`src/verilog/soc_config.svh`:
```
// SoC bus configuration
`ifndef SOC_CONFIG_SVH
`define SOC_CONFIG_SVH

// Data and address widths, addresses count bytes
`define SOC_DW 16
`define SOC_AW 32

// RAM, 2 KB window
`define RAM_BASE 32'h3000_0000
`define RAM_MASK 32'hFFFF_F800

// Interrupt controller, two halfword registers
`define PIC_BASE 32'hF000_0008
`define PIC_MASK 32'hFFFF_FFFC

// Interval timer, up to four halfword registers
`define PIT_BASE 32'hF000_0010
`define PIT_MASK 32'hFFFF_FFF8

// Halfwords held by the RAM
`define RAM_WORDS 1024

// Cycles of stb without ack before a bus fault
`define WDT_LIMIT 16

`endif
```
`src/verilog/soc_pkg.sv`:
```
// SoC decode and register encodings

package soc_pkg;

  // Target picked by the address decoder
  typedef enum logic [1:0] {
    SLV_RAM  = 2'd0,
    SLV_PIC  = 2'd1,
    SLV_PIT  = 2'd2,
    SLV_NONE = 2'd3
  } wb_slave_e;

  // Interrupt controller registers, by adr[1]
  typedef enum logic {
    PIC_MASK_REG = 1'b0,
    PIC_PEND_REG = 1'b1
  } pic_reg_e;

  // Interval timer registers, by adr[2:1]
  // offset 6 is unused and reads zero
  typedef enum logic [1:0] {
    PIT_CTRL   = 2'd0,
    PIT_RELOAD = 2'd1,
    PIT_COUNT  = 2'd2
  } pit_reg_e;

endpackage

```
`src/verilog/wb_pkg.sv`:
```
// Wishbone classic bus types
`include "soc_config.svh"

package wb_pkg;

  // Master to slave
  typedef struct packed {
    logic [`SOC_AW-1:0]   adr;
    logic [`SOC_DW-1:0]   dat;
    logic [`SOC_DW/8-1:0] sel;
    logic                 we;
    logic                 cyc;
    logic                 stb;
  } wb_req_t;

  // Slave to master
  typedef struct packed {
    logic [`SOC_DW-1:0] dat;
    logic               ack;
  } wb_rsp_t;

  // Access in progress on this port
  function automatic logic wb_active(wb_req_t req);
    return req.cyc && req.stb;
  endfunction

  // Replace only the byte lanes selected by sel
  function automatic logic [`SOC_DW-1:0] wb_merge(logic [`SOC_DW-1:0]   old_dat,
                                                  logic [`SOC_DW-1:0]   wr_dat,
                                                  logic [`SOC_DW/8-1:0] sel);
    logic [`SOC_DW-1:0] res;
    res = old_dat;
    for (int b = 0; b < `SOC_DW / 8; b++) begin
      if (sel[b]) res[b*8 +: 8] = wr_dat[b*8 +: 8];
    end
    return res;
  endfunction

endpackage

```
`src/verilog/wb_intercon.sv`:
```
// Single-master Wishbone interconnect
`timescale 1ns/1ps
`include "soc_config.svh"

module wb_intercon (
  input  logic            clk_i,
  input  logic            rst_n_i,
  input  wb_pkg::wb_req_t m_req_i,
  output wb_pkg::wb_rsp_t m_rsp_o,
  output wb_pkg::wb_req_t ram_req_o,
  output wb_pkg::wb_req_t pic_req_o,
  output wb_pkg::wb_req_t pit_req_o,
  input  wb_pkg::wb_rsp_t ram_rsp_i,
  input  wb_pkg::wb_rsp_t pic_rsp_i,
  input  wb_pkg::wb_rsp_t pit_rsp_i
);

  import wb_pkg::*;
  import soc_pkg::*;

  wb_slave_e slv;
  logic      ram_hit;
  logic      pic_hit;
  logic      pit_hit;

  // Request with stb and cyc held low unless this slave is hit
  function automatic wb_req_t gate_req(wb_req_t req, logic hit);
    wb_req_t res;
    res     = req;
    res.cyc = req.cyc && hit;
    res.stb = req.stb && hit;
    return res;
  endfunction

  // Each window is compared on its own
  assign ram_hit = (m_req_i.adr & `RAM_MASK) == `RAM_BASE;
  assign pic_hit = (m_req_i.adr & `PIC_MASK) == `PIC_BASE;
  assign pit_hit = (m_req_i.adr & `PIT_MASK) == `PIT_BASE;

  // Address decode
  always_comb begin
    if (ram_hit) begin
      slv = SLV_RAM;
    end else if (pic_hit) begin
      slv = SLV_PIC;
    end else if (pit_hit) begin
      slv = SLV_PIT;
    end else begin
      slv = SLV_NONE;
    end
  end

  assign ram_req_o = gate_req(m_req_i, ram_hit);
  assign pic_req_o = gate_req(m_req_i, pic_hit);
  assign pit_req_o = gate_req(m_req_i, pit_hit);

  // Response path back to the master with no ack for unmapped space
  always_comb begin
    case (slv)
      SLV_RAM: m_rsp_o = ram_rsp_i;
      SLV_PIC: m_rsp_o = pic_rsp_i;
      SLV_PIT: m_rsp_o = pit_rsp_i;
      default: m_rsp_o = '0;
    endcase
  end

  // Overlapping windows would strobe two slaves at once
  a_one_slave: assert property (
    @(posedge clk_i) disable iff (!rst_n_i)
    $onehot0({ram_req_o.stb, pic_req_o.stb, pit_req_o.stb})
  );

endmodule

```
`config.mk`:
```
export PLATFORM = sky130hd
export DESIGN_NAME = wb_intercon
export DESIGN_NICKNAME = d
export VERILOG_FILES = /design/src/verilog/soc_pkg.sv /design/src/verilog/wb_pkg.sv /design/src/verilog/wb_intercon.sv
export VERILOG_INCLUDE_DIRS = /design/src /design/src/verilog
export SDC_FILE = /design/constraint.sdc
export NUM_CORES = 1
export LEC_CHECK = 0
export BUFFER_PORTS_ARGS = -buffer_cell sky130_fd_sc_hd__buf_2
export CAP_MARGIN = 10
export CELL_PAD_IN_SITES_DETAIL_PLACEMENT = 1
export CELL_PAD_IN_SITES_GLOBAL_PLACEMENT = 1
export CORE_AREA = 2 2 110 112
export DETAILED_ROUTE_END_ITERATION = 16
export DIE_AREA = 0 0 112 114
export PLACE_DENSITY_LB_ADDON = 0.15
export REMOVE_ABC_BUFFERS = 1
export SETUP_SLACK_MARGIN = 0.4
export SYNTH_ARGS = -nofsm -noshare
export SYNTH_HDL_FRONTEND = slang
export SYNTH_SLANG_ARGS = --single-unit
```
`constraint.sdc`:
```
create_clock -name vclk -period 4.1
set_input_delay 0.205 -clock vclk [all_inputs]
set_output_delay 0.205 -clock vclk [all_outputs]
set_load 0.1 [all_outputs]
```
Word-level counts from Yosys, hierarchy flattened --
Cells that the tools add are included.
Cells by class: equal/unequal tests 5, multiplexer cells 4, reductions and logical operators 7
Operators by type and width (count):
- 17-bit case mux with 3 select lines | 1
- 30-bit equality test (second input constant) | 1
- 29-bit equality test (second input constant) | 1
- 21-bit by 19-bit equality test with 1-bit output (second input constant) | 1
- 1-bit logical AND | 6
- 2-bit 2-to-1 mux | 2
- 2-bit by 1-bit equality test with 1-bit output (second input constant) | 1
- 2-bit equality test (second input constant) | 1
- 2-bit zero test | 1
- 1-bit 2-to-1 mux | 1
Storage, ports and cells: register bits after elaboration 0, input port bits 106, output and inout bits 176, word-level logic and storage cells 16

Depth between registers and ports, before layout --
word-level depth 6, gate-level depth with buffers 6

Worst setup path after synthesis --
OpenSTA, ideal clock, no wires.
path kind input to output, start input port m_req_i[32] (netlist bit), end output port m_rsp_o[0] (netlist bit), arrival 3.123 ns, path slack 0.772 ns, cell stages on the path 5, buffers on the path 0, cell sequence or4_4 > or2_4 > nor4_4 > a22oi_1 > a21oi_1
RTL lines:
- start, declared | line wb_intercon.sv:8 | input wb_pkg::wb_req_t m_req_i,
- end, declared | line wb_intercon.sv:9 | output wb_pkg::wb_rsp_t m_rsp_o,

==> impl_metrics.yaml <==
drt:
  dr_wl_met2_um: 4320
  wl_met1_um: 2970
  vias: 1719
  dr.first_iter.drc_count: 27
  vias_per_cell: 3.99
  highest_layer: "met4"
  drc: 0
  antenna_left: 0
  met3_length_um: 1250
  routed_wl_um: 8540
  avgRoutedWirePerCell_um: 19.8
  firstDrtPassIters: 7
global_route:
  grt_pass1_vias: 1726
  overflow: 0
  grtUsageTotal_pct: 11.9
  grt_pass1_wl_um: 11400
  grt_start_max_net_pins: 18
  grt_antenna_before_repair: 0
status:
  status: "finished, final reports clean"
floorplanning:
  initial_core_util_pct: 15.4
  dieArea_sq_um: 12800
  num_io_pins: 282
  die_y_um: 114
  rows: 40
  coreArea_sq_um: 11700
  die_w_um: 112
worst_setup_path:
  cpPeakStageDelay_ns: 0.57
  critPathLaunchType: "input port"
  critical-path-top-delay-family: "simple AND/OR/NAND/NOR gates"
  crit_buf_inv: 2
  critPathKind: "in2out"
  crit_top_cell: "buf_2"
  worst-endpoint-arrival_ns: 2.61
  crit_chain: "buf_2 > or4_4 > or4_1 > nor4_1 > and2_1 > buf_2"
  cp_max_fo: 4
  cp-end-kind: "output port"
  worst_ep_required_time_ns: 3.89
  crit_slowest_cell: "or4_4"
layout:
  antenna_cells: 0
  nFlopsAndLatches: 0
  syn_to_final_growth_pct: 1.67
  final-seq-area_sq_um: 0
  multi_input_area_sq_um: 623
  n_fill_cell: 1513
  drive_above_1_share_pct: 81.7
  fin_nets: 392
  clockBufferCount: 0
logic_synthesis:
  syn_area_per_cell_sq_um: 7.54
  mappedNetlistArea_sq_um: 1800
  yosysWarnings: 0
  seq_area_frac_synth_pct: 0
  synthCells: 239
  yosysUniqueCellTypes: 26
power:
  vdd_drop_max_uv: 138
  p_total_uw: 462
  power_density_nw_per_um2: 252
  leakagePower_uw: 0.00102
sta:
  slew_violations: 0
  rsz0062_at_grt: "no"
  max_slew_margin_pct: 64.8
  finalSetupViolCount: 0
  finalHoldViolCount: 0
  finalCriticalPeriod_ns: 2.81
  min_period_over_period_pct: 68.5
  fmax_ghz: 0.356
  tightest_slew_ns: 0.523
  tns_ns: 0
run:
  drv_cap: 0
worst_hold_path:
  hp-class: "in2out"
clock_network:
  holdBufCountCts: 0
  ctsResizeCount: 0
  cts_setup_buffers: 0
placement:
  io_buffers: 196
  post-dp-hpwl_um: 7560
  routabilityCongestion: 0.722
## path summary, 6_finish.rpt
kind	startpoint	end	depth (start not counted)
max	m_req_i[32]	pit_req_o[0]	6
min	m_req_i[8]	ram_req_o[8]	0
## Yosys cell counts, drive strengths merged, types with 2 or more instances
master | number | area, sq um
and3 | 4 | 25.0
nor2 | 2 | 7.51
or2 | 2 | 15.0
and2 | 2 | 12.5
or4 | 5 | 45.0
buf | 156 | 1180
or3b | 2 | 17.5
nand2 | 17 | 63.8
a22oi | 18 | 185
nor4 | 6 | 67.6
a21oi | 18 | 128
## power breakdown
group	switching [uW]	leakage (uW)	internal, uW
combinational	399	0.00102	63.5
sequential	0	0	0
clock	0	0	0
total	399	0.00102	63.5
## kinds of logic after synthesis
family	after synthesis	synth area share, %
buffers and inverters	157	65.6
AND/OR/NAND/NOR	45	16.7
AO/OA/AOI/OAI	37	17.6
## cells in the final DEF, fill, tap and decap left out
cell         n
buf_2      196
nand2_1     17
a22oi_2     10
a21oi_2     10
a22oi_1      8
a21oi_1      8
buf_4        6
nor4_1       4
and3_1       4
or4_1        3
or4_4        2
or3b_2       2
nor4_4       2
nor2_1       2
and2_1       2
or4b_4       1
nor3_1       1
nand4bb_1    1
or2_4        1
or2_1        1
or3_4        1
nand2b_1     1
o21ai_2      1
## routing by layer
| metal | up-vias | track usage [%] |
|---|---|---|
| met5 | - | 0.392 |
| met4 | 0 | 0 |
| met3 | 4 | 7.44 |
| met2 | 168 | 21.7 |
| met1 | 801 | 12.5 |
| li1 | 746 | - |
## through the flow
stage | hold slack, ns | setup slack (ns) | utilization, % | instances | instance area [sq um]
floorplan | 0.410 | 0.342 | - | 82 | 619
global placement | 0.411 | 1.31 | 15.7 | 431 | 1830
detailed placement | 0.411 | 1.27 | 15.7 | 431 | 1830
CTS | 0.411 | 1.27 | 15.7 | 431 | 1830
global route | 0.411 | 1.13 | 15.7 | 431 | 1830
finish | 0.410 | 1.29 | 15.7 | 431 | 1830
## layout make-up
class / instances / area share (%)
Multi-Input combinational cell: 82 / 34.0
Timing Repair Buffer: 202 / 56.0
Tap cell: 147 / 10.0
(Power assumes the default switching activity.)
