`src/verilog/soc_config.svh`:
```
// SoC bus configuration
`ifndef SOC_CONFIG_SVH
`define SOC_CONFIG_SVH

// Data and address widths, addresses count bytes
`define SOC_DW 16
`define SOC_AW 32

// RAM, 2 KB window
`define RAM_BASE 32'h3000_0000
`define RAM_MASK 32'hFFFF_F800

// Interrupt controller, two halfword registers
`define PIC_BASE 32'hF000_0008
`define PIC_MASK 32'hFFFF_FFFC

// Interval timer, up to four halfword registers
`define PIT_BASE 32'hF000_0010
`define PIT_MASK 32'hFFFF_FFF8

// Halfwords held by the RAM
`define RAM_WORDS 1024

// Cycles of stb without ack before a bus fault
`define WDT_LIMIT 16

`endif
```
`src/verilog/soc_pkg.sv`:
```
// SoC decode and register encodings

package soc_pkg;

  // Target picked by the address decoder
  typedef enum logic [1:0] {
    SLV_RAM  = 2'd0,
    SLV_PIC  = 2'd1,
    SLV_PIT  = 2'd2,
    SLV_NONE = 2'd3
  } wb_slave_e;

  // Interrupt controller registers, by adr[1]
  typedef enum logic {
    PIC_MASK_REG = 1'b0,
    PIC_PEND_REG = 1'b1
  } pic_reg_e;

  // Interval timer registers, by adr[2:1]
  // offset 6 is unused and reads zero
  typedef enum logic [1:0] {
    PIT_CTRL   = 2'd0,
    PIT_RELOAD = 2'd1,
    PIT_COUNT  = 2'd2
  } pit_reg_e;

endpackage

```
`src/verilog/wb_pkg.sv`:
```
// Wishbone classic bus types
`include "soc_config.svh"

package wb_pkg;

  // Master to slave
  typedef struct packed {
    logic [`SOC_AW-1:0]   adr;
    logic [`SOC_DW-1:0]   dat;
    logic [`SOC_DW/8-1:0] sel;
    logic                 we;
    logic                 cyc;
    logic                 stb;
  } wb_req_t;

  // Slave to master
  typedef struct packed {
    logic [`SOC_DW-1:0] dat;
    logic               ack;
  } wb_rsp_t;

  // Access in progress on this port
  function automatic logic wb_active(wb_req_t req);
    return req.cyc && req.stb;
  endfunction

  // Replace only the byte lanes selected by sel
  function automatic logic [`SOC_DW-1:0] wb_merge(logic [`SOC_DW-1:0]   old_dat,
                                                  logic [`SOC_DW-1:0]   wr_dat,
                                                  logic [`SOC_DW/8-1:0] sel);
    logic [`SOC_DW-1:0] res;
    res = old_dat;
    for (int b = 0; b < `SOC_DW / 8; b++) begin
      if (sel[b]) res[b*8 +: 8] = wr_dat[b*8 +: 8];
    end
    return res;
  endfunction

endpackage

```
`src/verilog/simple_pic.sv`:
```
// Edge-triggered interrupt controller
`timescale 1ns/1ps
`include "soc_config.svh"

module simple_pic (
  input  logic            clk_i,
  input  logic            rst_n_i,
  input  wb_pkg::wb_req_t req_i,
  output wb_pkg::wb_rsp_t rsp_o,
  input  logic [7:0]      irq_lines_i,
  output logic            irq_o
);

  import wb_pkg::*;
  import soc_pkg::*;

  logic [7:0] mask_q;
  logic [7:0] pend_q;
  logic [7:0] lines_q;
  logic [7:0] rdat_q;
  logic [7:0] rise;
  logic [7:0] clr;
  logic       ack_q;
  logic       access;
  logic       wr;
  pic_reg_e   reg_sel;

  assign access  = wb_active(req_i) && !ack_q;
  // Both registers sit in the low byte lane
  assign wr      = access && req_i.we && req_i.sel[0];
  assign reg_sel = pic_reg_e'(req_i.adr[1]);

  assign rise = irq_lines_i & ~lines_q;
  // Write 1 to clear
  assign clr  = (wr && reg_sel == PIC_PEND_REG) ? req_i.dat[7:0] : 8'h00;

  always_ff @(posedge clk_i or negedge rst_n_i) begin
    if (!rst_n_i) begin
      mask_q  <= 8'hFF;
      pend_q  <= 8'h00;
      lines_q <= 8'h00;
      ack_q   <= 1'b0;
    end else begin
      lines_q <= irq_lines_i;
      ack_q   <= access;
      // A new edge beats a clear in the same cycle
      pend_q  <= (pend_q & ~clr) | rise;
      if (wr && reg_sel == PIC_MASK_REG) mask_q <= req_i.dat[7:0];
    end
  end

  always_ff @(posedge clk_i) begin
    if (access) rdat_q <= (reg_sel == PIC_MASK_REG) ? mask_q : pend_q;
  end

  assign rsp_o = '{dat: `SOC_DW'(rdat_q), ack: ack_q};
  // Set mask bit blocks the line
  assign irq_o = |(pend_q & ~mask_q);

endmodule

```
`config.mk`:
```
export PLATFORM = sky130hd
export DESIGN_NAME = simple_pic
export DESIGN_NICKNAME = d
export VERILOG_FILES = /design/src/verilog/soc_pkg.sv /design/src/verilog/wb_pkg.sv /design/src/verilog/simple_pic.sv
export VERILOG_INCLUDE_DIRS = /design/src /design/src/verilog
export SDC_FILE = /design/constraint.sdc
export NUM_CORES = 1
export LEC_CHECK = 0
export ABC_AREA = 1
export BUFFER_PORTS_ARGS = -buffer_cell sky130_fd_sc_hd__buf_2
export CORE_ASPECT_RATIO = 0.9
export CORE_UTILIZATION = 47
export CTS_CLUSTER_DIAMETER = 120
export DETAILED_ROUTE_END_ITERATION = 16
export PLACE_DENSITY = 0.84
export SETUP_SLACK_MARGIN = 0.4
export SYNTH_ARGS = -nofsm -noshare
export SYNTH_HDL_FRONTEND = slang
export SYNTH_SLANG_ARGS = --single-unit
```
`constraint.sdc`:
```
create_clock -name clk_i -period 2.01 [get_ports clk_i]
set_input_delay 0.402 -clock clk_i [delete_from_list [all_inputs] [get_ports clk_i]]
set_output_delay 0.402 -clock clk_i [all_outputs]
set_load 0.01 [all_outputs]
```
## Yosys cells after proc, flatten, opt, wreduce, memory -nomap -nowiden

Cells that the tools add are included.

| operators by class | value |
|---|---|
| multiplexer cells | 2 |
| bitwise logic cells | 8 |
| reduce and logical (&&, ||, !) cells | 8 |

Operators with widths:

| operator | number |
|---|---|
| 8-bit bitwise AND | 3 |
| 8-bit NOT | 3 |
| 8-bit 2-to-1 mux | 2 |
| 8-bit OR | 1 |
| 8-bit OR reduction | 1 |
| 1-bit logical AND | 6 |
| 1-bit zero test | 1 |
| 1-bit NOT | 1 |

| word-level totals | value |
|---|---|
| register bits after elaboration | 33 |
| output and inout bits | 18 |
| word-level logic and storage cells | 23 |

## Logic depth before layout (Yosys ltp)

Gate-level depths: netlist (run 1).

| logic depth | value |
|---|---|
| depth in word-level cells | 9 |
| mapped depth | 6 |

## Worst setup path after synthesis (run 1)

Ideal clock, no wire load.

| path | value |
|---|---|
| kind | flip-flop to output port |
| start point | reg mask_q[4] |
| end point | out irq_o |
| data arrival time | 0.832 ns |
| path slack | 0.776 ns |
| cell stages (with the launch flop) | 6 |
| buffers on the path | 0 |
| cell sequence | dfstp_2 > inv_1 > nand2_1 > o21ai_0 > nor2_1 > nand2_1 |

| between the ends | value |
|---|---|
| longest elaborated chain between the ends | 3 |

Ends and longest elaborated chain:

| what | line | source |
|---|---|---|
| start: declaration | simple_pic.sv:17 | `logic [7:0] mask_q;` |
| start signal: assignment | simple_pic.sv:48 | `if (wr && reg_sel == PIC_MASK_REG) mask_q <= req_i.dat[7:0];` |
| 8-bit NOT | simple_pic.sv:58 | `assign irq_o = \|(pend_q & ~mask_q);` |
| 8-bit bitwise AND | simple_pic.sv:58 |  |
| 8-bit OR reduction | simple_pic.sv:58 |  |
| end: declaration | simple_pic.sv:11 | `output logic irq_o` |

Every way passes these cells.

## Worst setup path in the final report (run 1)

Ends and elaborated chain as after synthesis.

==> results of run 1 <==
==> routing by layer <==
layer | GRT usage (%) | vias up | part of all wire [%]
li1 | - | 532 | -
met1 | 23.0 | 480 | 48
met2 | 26.6 | 36 | 43
met3 | 6.28 | 5 | 7.1
met4 | 7.95 | 0 | 1.7
met5 | 0 | - | 0
==> repair_timing <==
action,in CTS,in global routing
setup endpoints to repair,1,1
setup buffers,3,2
endpoints found under the hold margin,0,0
resized for setup,3,3
pin swaps,2,3
==> cell type report <==
class	instances	share of cell area [%]
Multi-Input combinational cell	87	25.2
Inverter	26	5.60
Tap cell	40	2.87
Timing Repair Buffer	37	11.7
Sequential cell	33	50.3
Clock inverter	2	1.94
Clock buffer	6	2.37
==> power groups by stage <==
stage	registers, mW	logic (mW)	clock network (mW)
3_5_place_dp	0.818	0.190	0
2_1_floorplan	0.817	0.137	0
5_1_grt	0.815	0.254	0.518
3_3_place_gp	0.815	0.183	0
6_report	0.807	0.225	0.478
4_1_cts	0.806	0.213	0.491
==> Yosys cell counts <==
| cell type | count | area share (%) |
|---|---|---|
| nor2_8 | 1 | 1.4 |
| edfxtp_1 | 8 | 16 |
| nand2_2 | 3 | 1.3 |
| dfstp_2 | 8 | 14 |
| buf_4 | 10 | 5.1 |
| dfrtp_1 | 17 | 29 |
| nor2_1 | 2 | 0.51 |
| nand4_1 | 8 | 3.4 |
| buf_2 | 1 | 0.34 |
| inv_1 | 24 | 6.1 |
| conb_1 | 1 | 0.25 |
| o21ai_0 | 8 | 2.7 |
| nand2_1 | 44 | 11 |
| o21ai_2 | 8 | 4.7 |
| nand3_4 | 1 | 1.2 |
| inv_2 | 2 | 0.51 |
| buf_6 | 1 | 0.76 |
| o21ai_1 | 4 | 1.4 |
==> worst max-delay path: stages (launching register included) <==
cell and delay, ps:
dfstp_2 550, inv_2 40, nand2_1 40, o21ai_1 70
nor2_1 140, nand2_1 100, buf_6 130
==> stage by stage <==
step	utilization, %	hold slack (ps)
5_1_grt	60.9	68.3
3_3_place_gp	56.7	422
6_report	60.9	37.9
4_1_cts	60.1	53.5
3_5_place_dp	56.7	425
2_1_floorplan	-	106
==> flip-flops by register name, summed over array words and instances, names as in the netlist <==
| signal | count |
|---|---|
| ack_q | 1 |
| lines_q | 8 |
| mask_q | 8 |
| pend_q | 8 |
| rdat_q | 8 |
==> worst max path at each step <==
stage,startpoint,endpoint,slack [ps],cells after the start
floorplan,mask_q[4]$_DFFE_PN1P_,irq_o,780,5
CTS,mask_q[1]$_DFFE_PN1P_,irq_o,230,6
global placement,mask_q[4]$_DFFE_PN1P_,irq_o,600,6
detailed placement,mask_q[4]$_DFFE_PN1P_,irq_o,540,6
finish,mask_q[4]$_DFFE_PN1P_,irq_o,220,6
global route,mask_q[1]$_DFFE_PN1P_,irq_o,160,6
==> kinds of logic (layout without fill, tap and decap cells) <==
family | after synthesis | count (layout) | share of synthesized area, %
simple gates | 59 | 59 | 18.9
buf+inv | 38 | 71 | 12.8
flops | 33 | 33 | 59.3
compound gates | 20 | 20 | 8.81
other cells | 1 | 8 | 0.254
==> reports/metrics.yaml, run 1 <==
pwr:
  clockPowerShare_pct: 31.6
  p_switching_mw: 0.377
  p_seq_share_pct: 53.5
  max-vdd-ir-drop_mv: 0.553
  p_total_mw: 1.51
  swShare_pct: 25.0
  p_leak_nw: 0.900
  p_comb_share_pct: 14.9
  p_per_area_mw_per_mm2: 867
  p_int_mw: 1.13
sta:
  drv_slew: 0
  final_hold_viol_count: 0
  setup_ws_ps: 221
  skew_ps: 11.2
  finalSetupTns_ps: 0
  period_share_pct: 89.0
  worst_pin_slew_ps: 547
  period_needed_ps: 1790
  relSlewSlack_pct: 63.6
  setup_viol: 0
  rsz0062_at_grt: "yes"
  fmax_mhz: 559
place:
  dpl-instance-area_sq_mm: 0.00162
  place_ws_ps: 544
  gp_congestion: 0.757
  port_buffers: 32
  place_hpwl_um: 1670
  dp_cells: 218
setup_path:
  endpoint_kind: "output pin"
  critPathMaxFanout: 2
  start_kind: "register"
  r2r_cells: 4
  rr_endpoint: "mask_q[4]$_DFFE_PN1P_"
  reg2reg_slack_ps: 670
  worst_ep_required_time_ps: 1610
  rr_startpoint: "ack_q$_DFF_PN0_"
  crit_type: "reg2out"
  arrival_ps: 1390
outcome:
  status: "complete, no violations"
cts:
  clk_pin_slew_ps: 100
  numCtsBuffers: 5
  cts_tree: "built"
  insertion_delay_ps: 330
  ctsRootBufferMaster: "clkbuf_4"
  cts-htree-levels: 2
  cts-hold-fix-buffers: 0
  cts.sinks: 33
  clockBufferDepth: 2
die:
  fp.dieW_um: 61.1
  dieHeight_um: 55.2
  core_area_sq_mm: 0.00286
  num_rows: 18
  die-area_sq_mm: 0.00337
  start_util_pct: 51.7
  ios: 81
final_layout:
  seqCellArea_sq_um: 876
  fill_cells: 272
  fin_area_sq_mm: 0.00174
  final_common_cell: "nand2_1"
  final_cells: 231
  diodes: 0
  multi_input_area_sq_um: 439
  mostFrequentLayoutCells: "44 x nand2_1, 31 x buf_2, 22 x inv_1, 17 x dfrtp_1"
  drive_above_1_share_pct: 35.6
  final_nets: 253
  area_growth_pct: 17.9
global_route:
  grt_pass1_vias: 949
  overflow: 0
  grt_pass1_wl_um: 4140
  antenna_found_initial: 0
  grt_max_degree: 26
  grtUsageTotal_pct: 17.7
route:
  dr.first_iter.drc_count: 45
  wire_per_inst_um: 11.0
  detail-route-antenna-nets: 0
  viasPerCell: 4.56
  vias: 1053
  first_pass_iters: 4
  wl_um: 2550
  drc: 0
synth:
  ys_seq_area_share_pct: 59.3
  avgSynthCellArea_sq_um: 9.79
  ys_types: 18
  yosysWarnings: 0
  synth_area_sq_mm: 0.00148
  ys_seq_elements: 33
  syn_inst: 151
flow_run:
  maxCapViolCount: 0
worst_hold_path:
  hold_path.class: "in2async"
Note: power is estimated with default switching activity, not from simulation.
==> inputs of run 2 (changes only) <==
--- a/config.mk
+++ b/config.mk
@@ -8,11 +8,11 @@
 export LEC_CHECK = 0
 export ABC_AREA = 1
 export BUFFER_PORTS_ARGS = -buffer_cell sky130_fd_sc_hd__buf_2
+export CAP_MARGIN = 20
 export CORE_ASPECT_RATIO = 0.9
-export CORE_UTILIZATION = 47
+export CORE_UTILIZATION = 30
 export CTS_CLUSTER_DIAMETER = 120
 export DETAILED_ROUTE_END_ITERATION = 16
-export PLACE_DENSITY = 0.84
 export SETUP_SLACK_MARGIN = 0.4
 export SYNTH_ARGS = -nofsm -noshare
 export SYNTH_HDL_FRONTEND = slang
==> run 2 against run 1 <==
Effect of this change: sequential cell count unchanged; final cell count is 7.8% higher; sequential share of layout area down 0.11 points; register-to-register slack improved by 40 ps; first-iteration DRC count rose by 20%; worst setup slack better by 66 ps; global-route usage down 6.4 points; total power fell by 1.5%; fmax grew 3.8%; routed wire length up 2.4%; design area increased by 0.22%; clock skew down 7.1 ps; highest routed layer unchanged.
==> reports/metrics.yaml, run 2 (synthesis gave the netlist of run 1 again) <==
pwr:
  p_seq_share_pct: 54.4
  clockPowerShare_pct: 32.2
  p_per_area_mw_per_mm2: 852
  p_int_mw: 1.10
  p_leak_nw: 0.881
  max-vdd-ir-drop_mv: 0.388
  swShare_pct: 26.3
  p_comb_share_pct: 13.4
  p_switching_mw: 0.391
setup_path:
  cp_common_cell: "nand2_1"
  endpoint_kind: "output pin"
  slowest_delay_ps: 540
  crit_family: "flip-flops"
  cp_slowest_cell: "dfstp_2"
  arrival_ps: 1320
  crit_chain: "inv_2 > nand2_1 > o21ai_1 > nor2_1 > nand2_1 > buf_2"
  cp_num_cells: 6
  crit_buf_inv: 2
  critPathMaxFanout: 2
  start_kind: "register"
  reg2reg_slack_ps: 710
  r2r_cells: 4
  rr_endpoint: "mask_q[5]$_DFFE_PN1P_"
  worst_ep_required_time_ps: 1610
  rr_startpoint: "ack_q$_DFF_PN0_"
  crit_type: "reg2out"
cts:
  cts.sinks: 33
  ctsRootBufferMaster: "clkbuf_8"
  insertion_delay_ps: 280
  numCtsBuffers: 5
  cts_tree: "built"
  cts-htree-levels: 2
  clk_pin_slew_ps: 70
  clockBufferDepth: 2
  cts-hold-fix-buffers: 0
die:
  ios: 81
  dieHeight_um: 68.6
  core_area_sq_mm: 0.00460
  die-area_sq_mm: 0.00521
  num_rows: 23
  fp.dieW_um: 76.0
  start_util_pct: 32.1
final_layout:
  seqCellArea_sq_um: 876
  multi_input_area_sq_um: 444
  final_nets: 249
  diodes: 0
  area_growth_pct: 18.1
  final_common_cell: "nand2_1"
  fill_cells: 509
  drive_above_1_share_pct: 36.4
  mostFrequentLayoutCells: "42 x nand2_1, 32 x buf_2, 21 x inv_1, 17 x dfrtp_1"
route:
  drc: 0
  viasPerCell: 4.19
  first_pass_iters: 4
  wl_um: 2610
  wire_per_inst_um: 10.5
  vias: 1043
  dr.first_iter.drc_count: 54
  detail-route-antenna-nets: 0
global_route:
  grtUsageTotal_pct: 11.3
  grt_max_degree: 26
  grt_pass1_wl_um: 4350
  grt_pass1_vias: 968
  overflow: 0
  antenna_found_initial: 0
sta:
  finalSetupTns_ps: 0
  drv_slew: 0
  worst_pin_slew_ps: 575
  final.hold.worst_slack_ps: 111
  setup_viol: 0
  rsz0062_at_grt: "yes"
  period_share_pct: 85.7
  skew_ps: 4.12
  fmax_mhz: 580
  relSlewSlack_pct: 61.7
  final_hold_viol_count: 0
  period_needed_ps: 1720
worst_hold_path:
  hold_path.class: "in2async"
outcome:
  status: "complete, no violations"
place:
  port_buffers: 32
  place_hpwl_um: 1740
  gp_congestion: 0.731
flow_run:
  maxCapViolCount: 0
run 2: final cells by class:
class | instances | area share (%)
Sequential cell | 33 | 50.2
Clock inverter | 2 | 0.573
Multi-Input combinational cell | 87 | 25.4
Timing Repair Buffer | 33 | 9.61
Tap cell | 62 | 4.44
Inverter | 26 | 5.59
Clock buffer | 6 | 4.16
run 2: worst max path at each step:
stage               slack [ps]     to                  start
finish                     290  irq_o  mask_q[0]$_DFFE_PN1P_
global route               210  irq_o  mask_q[0]$_DFFE_PN1P_
floorplan                  780  irq_o  mask_q[4]$_DFFE_PN1P_
detailed placement         580  irq_o  mask_q[0]$_DFFE_PN1P_
global placement           570  irq_o  mask_q[0]$_DFFE_PN1P_
CTS                        290  irq_o  mask_q[5]$_DFFE_PN1P_
run 2: routing by layer:
layer | track usage (%) | share of wire [%]
met5 | 0 | 0
met4 | 5.77 | 1.5
met3 | 3.68 | 5.8
met2 | 18.8 | 47
met1 | 13.6 | 46
run 2: power by group through the flow:
| stage | Clock [mW] | Combinational, mW | Sequential [mW] |
|---|---|---|---|
| 2_1_floorplan | 0 | 0.137 | 0.817 |
| 3_3_place_gp | 0 | 0.188 | 0.816 |
| 3_5_place_dp | 0 | 0.190 | 0.817 |
| 4_1_cts | 0.497 | 0.193 | 0.807 |
| 5_1_grt | 0.521 | 0.235 | 0.816 |
| 6_report | 0.478 | 0.200 | 0.809 |
run 2: through the flow:
| step | power (mW) | instances | util (%) | setup WS (ps) | cell area [sq um] |
|---|---|---|---|---|---|
| 2_1_floorplan | 0.954 | 158 | - | 776 | 1500 |
| 3_3_place_gp | 1.00 | 240 | 35.8 | 566 | 1650 |
| 3_5_place_dp | 1.01 | 240 | 35.8 | 575 | 1650 |
| 4_1_cts | 1.50 | 248 | 37.7 | 291 | 1740 |
| 5_1_grt | 1.57 | 249 | 37.9 | 211 | 1750 |
| 6_report | 1.49 | 249 | 37.9 | 287 | 1750 |
run 2: what timing repair did:
item | in CTS | in global routing
gates resized for setup | 4 | 5
setup endpoints to repair | 1 | 1
pin swaps | 3 | 3
endpoints found under the hold margin | 0 | 0
buffers inserted | 0 | 1
