==> src/verilog/soc_config.svh <==
// SoC bus configuration
`ifndef SOC_CONFIG_SVH
`define SOC_CONFIG_SVH

// Data and address widths, addresses count bytes
`define SOC_DW 16
`define SOC_AW 32

// RAM, 2 KB window
`define RAM_BASE 32'h3000_0000
`define RAM_MASK 32'hFFFF_F800

// Interrupt controller, two halfword registers
`define PIC_BASE 32'hF000_0008
`define PIC_MASK 32'hFFFF_FFFC

// Interval timer, up to four halfword registers
`define PIT_BASE 32'hF000_0010
`define PIT_MASK 32'hFFFF_FFF8

// Halfwords held by the RAM
`define RAM_WORDS 1024

// Cycles of stb without ack before a bus fault
`define WDT_LIMIT 16

`endif
==> src/verilog/soc_pkg.sv <==
// SoC decode and register encodings

package soc_pkg;

  // Target picked by the address decoder
  typedef enum logic [1:0] {
    SLV_RAM  = 2'd0,
    SLV_PIC  = 2'd1,
    SLV_PIT  = 2'd2,
    SLV_NONE = 2'd3
  } wb_slave_e;

  // Interrupt controller registers, by adr[1]
  typedef enum logic {
    PIC_MASK_REG = 1'b0,
    PIC_PEND_REG = 1'b1
  } pic_reg_e;

  // Interval timer registers, by adr[2:1]
  // offset 6 is unused and reads zero
  typedef enum logic [1:0] {
    PIT_CTRL   = 2'd0,
    PIT_RELOAD = 2'd1,
    PIT_COUNT  = 2'd2
  } pit_reg_e;

endpackage

==> src/verilog/wb_pkg.sv <==
// Wishbone classic bus types
`include "soc_config.svh"

package wb_pkg;

  // Master to slave
  typedef struct packed {
    logic [`SOC_AW-1:0]   adr;
    logic [`SOC_DW-1:0]   dat;
    logic [`SOC_DW/8-1:0] sel;
    logic                 we;
    logic                 cyc;
    logic                 stb;
  } wb_req_t;

  // Slave to master
  typedef struct packed {
    logic [`SOC_DW-1:0] dat;
    logic               ack;
  } wb_rsp_t;

  // Access in progress on this port
  function automatic logic wb_active(wb_req_t req);
    return req.cyc && req.stb;
  endfunction

  // Replace only the byte lanes selected by sel
  function automatic logic [`SOC_DW-1:0] wb_merge(logic [`SOC_DW-1:0]   old_dat,
                                                  logic [`SOC_DW-1:0]   wr_dat,
                                                  logic [`SOC_DW/8-1:0] sel);
    logic [`SOC_DW-1:0] res;
    res = old_dat;
    for (int b = 0; b < `SOC_DW / 8; b++) begin
      if (sel[b]) res[b*8 +: 8] = wr_dat[b*8 +: 8];
    end
    return res;
  endfunction

endpackage

==> src/verilog/pit_wb.sv <==
// Programmable interval timer
`timescale 1ns/1ps
`include "soc_config.svh"

module pit_wb (
  input  logic            clk_i,
  input  logic            rst_n_i,
  input  wb_pkg::wb_req_t req_i,
  output wb_pkg::wb_rsp_t rsp_o,
  output logic            irq_o
);

  import wb_pkg::*;
  import soc_pkg::*;

  logic [`SOC_DW-1:0] reload_q;
  logic [`SOC_DW-1:0] count_q;
  logic [`SOC_DW-1:0] rdat_q;
  logic [`SOC_DW-1:0] reload_d;
  logic               en_q;
  logic               ack_q;
  logic               access;
  logic               wr;
  pit_reg_e           reg_sel;

  assign access   = wb_active(req_i) && !ack_q;
  assign wr       = access && req_i.we;
  assign reg_sel  = pit_reg_e'(req_i.adr[2:1]);
  assign reload_d = wb_merge(reload_q, req_i.dat, req_i.sel);

  // Terminal count, one cycle every reload cycles
  assign irq_o = en_q && (count_q == `SOC_DW'(1));

  always_ff @(posedge clk_i or negedge rst_n_i) begin
    if (!rst_n_i) begin
      en_q     <= 1'b0;
      reload_q <= '0;
      count_q  <= '0;
      ack_q    <= 1'b0;
    end else begin
      ack_q <= access;
      if (wr && reg_sel == PIT_CTRL && req_i.sel[0]) en_q <= req_i.dat[0];
      // Writing reload restarts the count
      if (wr && reg_sel == PIT_RELOAD) begin
        reload_q <= reload_d;
        count_q  <= reload_d;
      end else if (en_q) begin
        if (count_q <= `SOC_DW'(1)) begin
          count_q <= reload_q;
        end else begin
          count_q <= count_q - 1'b1;
        end
      end
    end
  end

  // Read mux
  always_ff @(posedge clk_i) begin
    if (access) begin
      case (reg_sel)
        PIT_CTRL:   rdat_q <= {{(`SOC_DW-1){1'b0}}, en_q};
        PIT_RELOAD: rdat_q <= reload_q;
        PIT_COUNT:  rdat_q <= count_q;
        default:    rdat_q <= '0;
      endcase
    end
  end

  assign rsp_o = '{dat: rdat_q, ack: ack_q};

  // Pulse only when running, and the count restarts from reload
  a_irq_enabled: assert property (
    @(posedge clk_i) disable iff (!rst_n_i)
    irq_o |-> en_q ##1 (count_q == reload_q)
  );

endmodule

==> config.mk <==
export PLATFORM = sky130hd
export DESIGN_NAME = pit_wb
export DESIGN_NICKNAME = d
export VERILOG_FILES = /design/src/verilog/soc_pkg.sv /design/src/verilog/wb_pkg.sv /design/src/verilog/pit_wb.sv
export VERILOG_INCLUDE_DIRS = /design/src /design/src/verilog
export SDC_FILE = /design/constraint.sdc
export NUM_CORES = 1
export LEC_CHECK = 0
export BUFFER_PORTS_ARGS = -buffer_cell sky130_fd_sc_hd__buf_4
export CORE_ASPECT_RATIO = 2
export CORE_UTILIZATION = 48
export CTS_BUF_LIST = sky130_fd_sc_hd__clkbuf_16
export DETAILED_ROUTE_END_ITERATION = 16
export GPL_TIMING_DRIVEN = 0
export PLACE_DENSITY_LB_ADDON = 0.3
export SYNTH_ARGS = -nofsm -noshare
export SYNTH_HDL_FRONTEND = slang
export SYNTH_SLANG_ARGS = --single-unit
==> constraint.sdc <==
create_clock -name clk_i -period 1.8 [get_ports clk_i]
set_input_delay 0.54 -clock clk_i [delete_from_list [all_inputs] [get_ports clk_i]]
set_output_delay 0.54 -clock clk_i [all_outputs]
set_load 0.1 [all_outputs]
* Word-level counts from Yosys, hierarchy flattened *
Cells that the tools add are included.

cells by class
  add/subtract/negate cells = 1
  $lt $le $gt $ge = 1
  equality and inequality tests = 3
  muxes and demuxes = 6
  reduce and logical (&&, ||, !) cells = 10

operators by type and width
  cell                                                   number
  2-to-1 mux 16 bit                                      3
  one-hot mux 16 bit (3 select lines)                    1
  equality test 16 x 1 -> 1 bit (second input constant)  1
  <= comparator 16 x 1 -> 1 bit (second input constant)  1
  2-to-1 mux 8 bit                                       2
  subtractor 16 x 1 -> 16 bit (second input constant)    1
  logical AND 1 bit                                      7
  equality test 2 x 1 -> 1 bit (second input constant)   1
  equality test 2 bit (second input constant)            1
  zero test 2 bit                                        1
  nonzero test 2 bit                                     1
  zero test 1 bit                                        1

word-level totals
  register bits = 50
  input port bits = 55
  output and inout bits = 18
  logic and storage cells = 26

* Depth between registers and ports, before layout *
Gate-level depths: netlist (run 1).

  depth after elaboration = 5
  mapped depth = 7
  gate-level depth less buffers = 7

* Worst setup path before layout (run 1) *
No wires, ideal clock.

  path kind = flip-flop to output port
  start point = register count_q[9]
  end point = output irq_o
  data arrival time = 2.290 ns
  data required time = 1.260 ns
  path slack = -1.030 ns
  cell stages (with the launch flop) = 4
  path buffers = 0
  path through = dfrtp_1 -> nor4_4 -> nand4_1 -> nor2_1

between the ends
  cells in the longest elaborated chain, start to end = 2

RTL lines
  item                           RTL line      text
  start, declared                pit_wb.sv:17  logic [`SOC_DW-1:0] count_q;
  start signal, assigned         pit_wb.sv:46  count_q <= reload_d;
  start signal, assigned         pit_wb.sv:49  count_q <= reload_q;
  start signal, assigned         pit_wb.sv:51  count_q <= count_q - 1'b1;
  equality test 16 x 1 -> 1 bit  pit_wb.sv:32  assign irq_o = en_q && (count_q == `SOC_DW'(1));
  logical AND 1 bit              pit_wb.sv:32
  end, declared                  pit_wb.sv:10  output logic irq_o

No other way between the ends.

* Worst setup path in the final report (run 1) *
  start point = register count_q[13]
  end point = output irq_o

The elaborated chain is that of the path after synthesis.

==> results of run 1 <==
cells in the mapped netlist (4+ instances only):
cell / instances / area (um2)
inv_1: 9 / 33.8
a31oi_1: 4 / 25.0
mux2_2: 14 / 158
mux2i_1: 11 / 110
a211oi_1: 4 / 30.0
nor3_1: 4 / 20.0
nand4_1: 6 / 37.5
a21oi_1: 12 / 60.1
nor3b_1: 5 / 37.5
xnor2_1: 5 / 43.8
o21ai_1: 4 / 20.0
a22o_1: 15 / 131
clkbuf_1: 13 / 48.8
nand2_1: 20 / 75.1
nor2_1: 18 / 67.6
edfxtp_1: 16 / 480
o21ai_0: 6 / 30.0
dfrtp_1: 34 / 851
nand3_1: 8 / 40.0
critical path, delay by kind of cell, from the launching register on:
family        cells  cell delay (ps)
simple gates      3              680
flops             1              430
buf+inv           1              180
sequential cells by signal, summed over array words and instances, names as in the netlist:
signal / flops
rdat_q: 16
en_q: 1
reload_q: 16
count_q: 16
ack_q: 1
timing repair:
action                     CTS  global route
gates resized for setup     31            36
pin swaps                   10             7
setup buffers               17             5
setup endpoints to repair   51            38
cell families after synthesis:
family / share of synthesized area (%)
buffers and inverters: 3.69
muxes: 9.74
adders and majority gates: 0.910
DFF: 48.4
xor gates and xnor gates: 2.23
AOI/OAI and AO/OA: 18.1
and+or+nand+nor: 16.9
layer usage:
layer | part of all wire, % | global-route usage, %
met1 | 34 | 25.1
met2 | 56 | 47.8
met3 | 5.1 | 4.03
met4 | 4.9 | 14.6
met5 | 0 | 0
power groups by stage:
stage | registers (mW) | clock network [mW] | logic (mW)
final | 1.85 | 0.897 | 1.62
after floorplan | 1.89 | 0 | 0.832
after CTS | 1.81 | 0.908 | 1.46
after detailed placement | 1.80 | 0 | 1.28
after global routing | 1.88 | 0.956 | 1.76
after global placement | 1.79 | 0 | 1.25
area by class of cell:
type                    count  area share (%)
flip-flops and latches     50            36.8
well taps                  60            2.05
clock inverters             3           0.342
repair buffers             64            13.8
plain buffers              13            2.23
multi-input cells         183            40.5
clock buffers               5            3.42
inverters                   9           0.924
worst paths after layout:
check | startpoint | to | cells after the start
setup reg to reg | count_q[13]$_DFFE_PN0P_ | count_q[4]$_DFFE_PN0P_ | 6
min in group clk_i | req_i[19] | reload_q[14]$_DFFE_PN0P_ | 2
setup / recovery | count_q[13]$_DFFE_PN0P_ | irq_o | 4
hold reg to reg | reload_q[8]$_DFFE_PN0P_ | reload_q[8]$_DFFE_PN0P_ | 2
hold / removal | rst_n_i | reload_q[9]$_DFFE_PN0P_ | 1
max in group asynchronous | rst_n_i | count_q[0]$_DFFE_PN0P_ | 1
layout by cell type (no fill, tap or decap), types with 3 or more instances in the layout:
cell type / synthesis / final
buf_6: 1 / 3
nor2_1: 18 / 10
dfrtp_1: 34 / 24
buf_4: 1 / 62
a211oi_2: 1 / 3
mux2i_1: 11 / 11
dfrtp_2: 0 / 10
clkbuf_1: 13 / 5
nor4_4: 2 / 3
xnor2_1: 5 / 5
o21ai_1: 4 / 3
mux2_2: 14 / 14
nor3b_1: 5 / 4
nor2_4: 0 / 7
nand2_1: 20 / 17
a21oi_1: 12 / 12
nand4_1: 6 / 6
edfxtp_1: 16 / 16
a22o_1: 15 / 15
nand2_2: 0 / 3
o211ai_1: 3 / 3
inv_1: 9 / 9
nand3_1: 8 / 8
a31oi_1: 4 / 3
clkbuf_16: 0 / 5
o221ai_1: 3 / 3
clkbuf_2: 0 / 3
o21ai_0: 6 / 6
stage by stage:
step | util, % | instances | power, mW
global route | 66.8 | 387 | 4.59
detailed placement | 57.7 | 359 | 3.08
CTS | 64.2 | 382 | 4.17
global placement | 57.7 | 359 | 3.04
floorplan | - | 257 | 2.72
finish | 66.8 | 387 | 4.37
==> summary.md, run 1 <==
| Metric | Value |
|---|---|
| Outcome | `complete, but fails checks` |
| Failing checks | `setup timing` |
| Final net count | `383` |
| Max stage delay on crit path | `430 ps` |
| Clk pwr share | `20.5%` |
| Routed wire length | `7510 um` |
| Clock buffer depth | `2` |
| Clk_lat worst skew | `290 ps` |
| Wirelength per Cell | `19.4 um` |
| Required @ worst endpoint | `1260 ps` |
| Main flop type after synthesis | `dfrtp_1` |
| Final Cell Area | `0.00365 mm2` |
| Detail Route Antenna Nets | `0` |
| Number of synthesized flops with an enable pin | `16` |
| CTS Root Cell | `clkbuf_16` |
| Worst VDD drop | `1.44 mV` |
| Async set or reset register ratio after synthesis | `68.0%` |
| Synth Register Bits | `50` |
| Critical Path Source Type | `flop` |
| I/O Buffers | `42` |
| Num ports | `73` |
| Die Wd | `55.5 um` |
| Hold WS | `192 ps` |
| Critical path class | `reg -> out` |
| Syn avg cell area | `10.7 um2` |
| Largest net degree at the start of global routing | `35` |
| FP Rows | `38` |
| Antenna cells | `0` |
| Total Neg Setup Slack | `-2640 ps` |
| Die Ht | `109 um` |
| Crit path capture type | `output port` |
| Crit-path slowest cell | `dfrtp_2` |
| Final WS setup | `-332 ps` |
| First-pass GRT wire length | `11400 um` |
| Share of layout cells above drive strength 1 | `41.9%` |
| Sequential area share after synthesis | `48.4%` |
| Initial core utilization | `50.3%` |
| H-tree depth | `2` |
| Max_cap viols | `0` |
| WP data arrival | `1590 ps` |
| Gpl congestion | `0.944` |
| Worst-path clk slew | `60 ps` |
| Slew Limit Fails | `0` |
| Max Fclk | `469 MHz` |
| Sequential Power Share | `42.3%` |
| Worst Max-Slew Pin Slew | `903 ps` |
| Unique masters post-synth | `50` |
| Warning count from the yosys run | `0` |
| Tcrit/Tclk final | `118%` |
| Initial antenna violation count | `0` |
| Max_slew headroom | `39.7%` |
| NetSw | `1.68 mW` |
| FILL cells | `452` |
| Gate power share | `37.2%` |
| Clk sink count | `50` |
| Placed Instance Area | `0.00315 mm2` |
| Worst R2R Setup Slack | `-240 ps` |
| RSZ-0062 raised after global routing | `yes` |
| Setup Skew | `3.82 ps` |
| Pre-CTS setup slack | `-619 ps` |
| Vias in the first global route | `2357` |
| Multi-input gate area in the final layout | `0.00148 mm2` |
| Pleak | `1.55 nW` |
| Reg area | `0.00134 mm2` |
| Int Power | `2.69 mW` |
| Crit-path cells | `nor4_4, nand4_1, nor2_4, buf_12` |
| Core Footprint | `0.00547 mm2` |
| Inserted Clock Buffers | `5` |
| Via density per instance | `6.24` |
| GRT Util Overall | `25.1%` |
| Mapped Area | `0.00275 mm2` |
| CTS Hold Bufs | `0` |
| Final Hold Viols | `0` |
| Hold Crit Class | `in -> async` |
| PD cells | `1200 mW/mm2` |
| Die area | `0.00605 mm2` |
| Synth-to-Final Area Change | `33.0%` |
| Gate Count Post-Synth | `257` |
| Synthesized netlist net count | `314` |
| Worst-path fanout max | `2` |
| CTS tree | `built` |
| Global route overflow | `0` |
| Switching Fraction | `38.5%` |
| Crit path time final | `2130 ps` |
| HPWL Detailed | `5050 um` |
| # setup viols final | `17` |
| DRT Pass-1 Iters | `5` |
| Residual DRC | `0` |
| Drt first-iter violations | `95` |
| DR vias | `2416` |
Power figures use the tool's default switching activity.
==> run 2: changes to the inputs <==
- PLACE_DENSITY: default -> 0.77
- PLACE_DENSITY_LB_ADDON: 0.3 -> default
==> summary.md, run 2 (synthesized netlist as in run 1, its figures left out) <==
| Metric | Value |
|---|---|
| Most frequent cells in the layout | `buf_4 (60), dfrtp_1 (26), nand2_1 (17), edfxtp_1 (16), a22o_1 (15)` |
| Antenna cells | `0 (unchanged)` |
| HPWL Detailed | `5110 um (+1.1%)` |
| FP Rows | `38 (unchanged)` |
| Worst-path clk slew | `70 ps (about the same)` |
| Failing checks | `setup timing` |
| Clk pwr share | `25.7% (+5.2 points)` |
| Slew Limit Fails | `0 (unchanged)` |
| Most common cell after layout, fill and taps aside | `buf_4` |
| Worst R2R Setup Slack | `-340 ps (-100 ps)` |
| Vias in the first global route | `2512 (+6.6%)` |
| Core Footprint | `0.00547 mm2 (unchanged)` |
| Hold Crit Class | `in -> async` |
| Residual DRC | `0 (unchanged)` |
| Max_slew headroom | `44.3% (+4.6 points)` |
| Die Wd | `55.5 um (unchanged)` |
| Placed Instance Area | `0.00315 mm2 (unchanged)` |
| Worst-path fanout max | `3 (+1)` |
| Die area | `0.00605 mm2 (unchanged)` |
| Crit path capture type | `output port` |
| Global route overflow | `0 (unchanged)` |
| DR vias | `2499 (+3.4%)` |
| CTS Root Cell | `clkbuf_16` |
| Setup Skew | `3.39 ps (-0.430 ps)` |
| Routed wire length | `7940 um (+5.8%)` |
| CTS Hold Bufs | `0 (unchanged)` |
| Largest registers | `count_q x16, rdat_q x16, reload_q x16` |
| Gate power share | `35.7% (-1.5 points)` |
| Drt first-iter violations | `140 (+47%)` |
| RSZ-0062 raised after global routing | `yes` |
| Pleak | `1.63 nW (+5.1%)` |
| FILL cells | `399 (-12%)` |
| Detail Route Antenna Nets | `0 (unchanged)` |
| Critical path class | `reg -> out` |
| Required @ worst endpoint | `1260 ps (about the same)` |
| Share of layout cells above drive strength 1 | `43.5% (+1.6 points)` |
| PD cells | `1260 mW/mm2 (+5.7%)` |
| Crit path time final | `2260 ps (+131 ps)` |
| Placed cell count | `359 (unchanged)` |
| WP data arrival | `1720 ps (+130 ps)` |
| Wirelength per Cell | `20.2 um (+4.1%)` |
| Total Neg Setup Slack | `-4130 ps (-1490 ps)` |
| # setup viols final | `17 (unchanged)` |
| NetSw | `1.78 mW (+6.1%)` |
| Final Hold Viols | `0 (unchanged)` |
| Worst Max-Slew Pin Slew | `832 ps (-70.7 ps)` |
| Switching Fraction | `37.1% (-1.4 points)` |
| Worst VDD drop | `1.14 mV (-20%)` |
| H-tree depth | `2 (unchanged)` |
| Initial antenna violation count | `0 (unchanged)` |
| Max_cap viols | `0 (unchanged)` |
| Clock buffer depth | `2 (unchanged)` |
| Layout Cells excl Fill | `393 (+1.6%)` |
| Final net count | `389 (+1.6%)` |
| Tcrit/Tclk final | `126% (+7.3 points)` |
| CTS tree | `built` |
| Pre-CTS setup slack | `-618 ps (+1.10 ps)` |
| Int Power | `3.03 mW (+13%)` |
| Initial core utilization | `50.3% (unchanged)` |
| Clk sink count | `50 (unchanged)` |
| Final Cell Area | `0.00381 mm2 (+4.2%)` |
| Sequential Power Share | `38.6% (-3.7 points)` |
| GRT Util Overall | `27.9% (+2.8 points)` |
| Outcome | `complete, but fails checks` |
| Num ports | `73 (unchanged)` |
| Critical Path Source Type | `flop` |
| Largest net degree at the start of global routing | `35 (unchanged)` |
| First-pass GRT wire length | `12500 um (+9.6%)` |
| Via density per instance | `6.36 (+1.9%)` |
| Inserted Clock Buffers | `5 (unchanged)` |
| Synth-to-Final Area Change | `38.5%` |
| Die Ht | `109 um (unchanged)` |
| Gpl congestion | `0.903 (-4.3%)` |
| Max Fclk | `442 MHz (-5.8%)` |
| DRT Pass-1 Iters | `4 (-1)` |
| Clk_lat worst skew | `300 ps (about the same)` |
| Final WS setup | `-463 ps (-131 ps)` |
| I/O Buffers | `42 (unchanged)` |
run 2: cell count changes in the layout (fill, tap and decap cells not counted), sizes merged:
cell    previous run  this run
clkbuf            14        15
buf               68        73
bufinv             0         2
inv               10         9
clkinv             2         1
run 2: repair_timing:
item,CTS,global route
setup buffers,26,3
cloned,1,0
resized for setup,49,17
pin swaps,17,9
endpoints found under the setup margin,49,33
run 2: power by group through the flow:
stage | clock, mW | combinational, mW | sequential [mW]
6_report | 1.24 | 1.72 | 1.86
5_1_grt | 1.29 | 1.85 | 1.89
4_1_cts | 1.24 | 1.59 | 1.82
3_5_place_dp | 0 | 1.28 | 1.80
3_3_place_gp | 0 | 1.25 | 1.78
2_1_floorplan | 0 | 0.832 | 1.89
run 2: path summary, 6_finish.rpt:
check,cells past startpoint,end,startpoint
max in group asynchronous,1,count_q[2]$_DFFE_PN0P_,rst_n_i
max reg2reg,6,count_q[4]$_DFFE_PN0P_,count_q[8]$_DFFE_PN0P_
max,4,irq_o,count_q[8]$_DFFE_PN0P_
min in group clk_i,2,reload_q[12]$_DFFE_PN0P_,req_i[17]
min reg2reg,2,reload_q[3]$_DFFE_PN0P_,reload_q[3]$_DFFE_PN0P_
min,1,reload_q[8]$_DFFE_PN0P_,rst_n_i
run 2: layout make-up:
class	instances	area, um2	share of cell area [%]
timing repair buffer	70	592	15.5
tap	60	75.1	1.97
sequential	50	1340	35.2
clock buffer	5	125	3.29
buffer	13	71.3	1.87
clock inverter	3	68.8	1.81
inverter	9	33.8	0.887
multi-input combinational	183	1500	39.4
run 2: layer usage:
metal	GRT usage (%)	part of all wire (%)	wire, um
met5	0	0	0
met4	21.4	7.5	598
met3	6.05	5.6	446
met2	48.6	51	4040
met1	28.6	36	2850
run 2: metrics by stage:
stage	power [mW]	hold slack, ps	utilization (%)
3_3_place_gp	3.04	493	57.7
6_report	4.82	184	69.6
3_5_place_dp	3.08	499	57.7
2_1_floorplan	2.72	244	-
4_1_cts	4.65	200	68.1
5_1_grt	5.03	220	69.6
run 2: critical path, stage by stage, from the launching register on:
cell and delay, ps:
dfrtp_2 440, nor4_4 350, nand4_1 260, nor2_4 180, buf_12 180
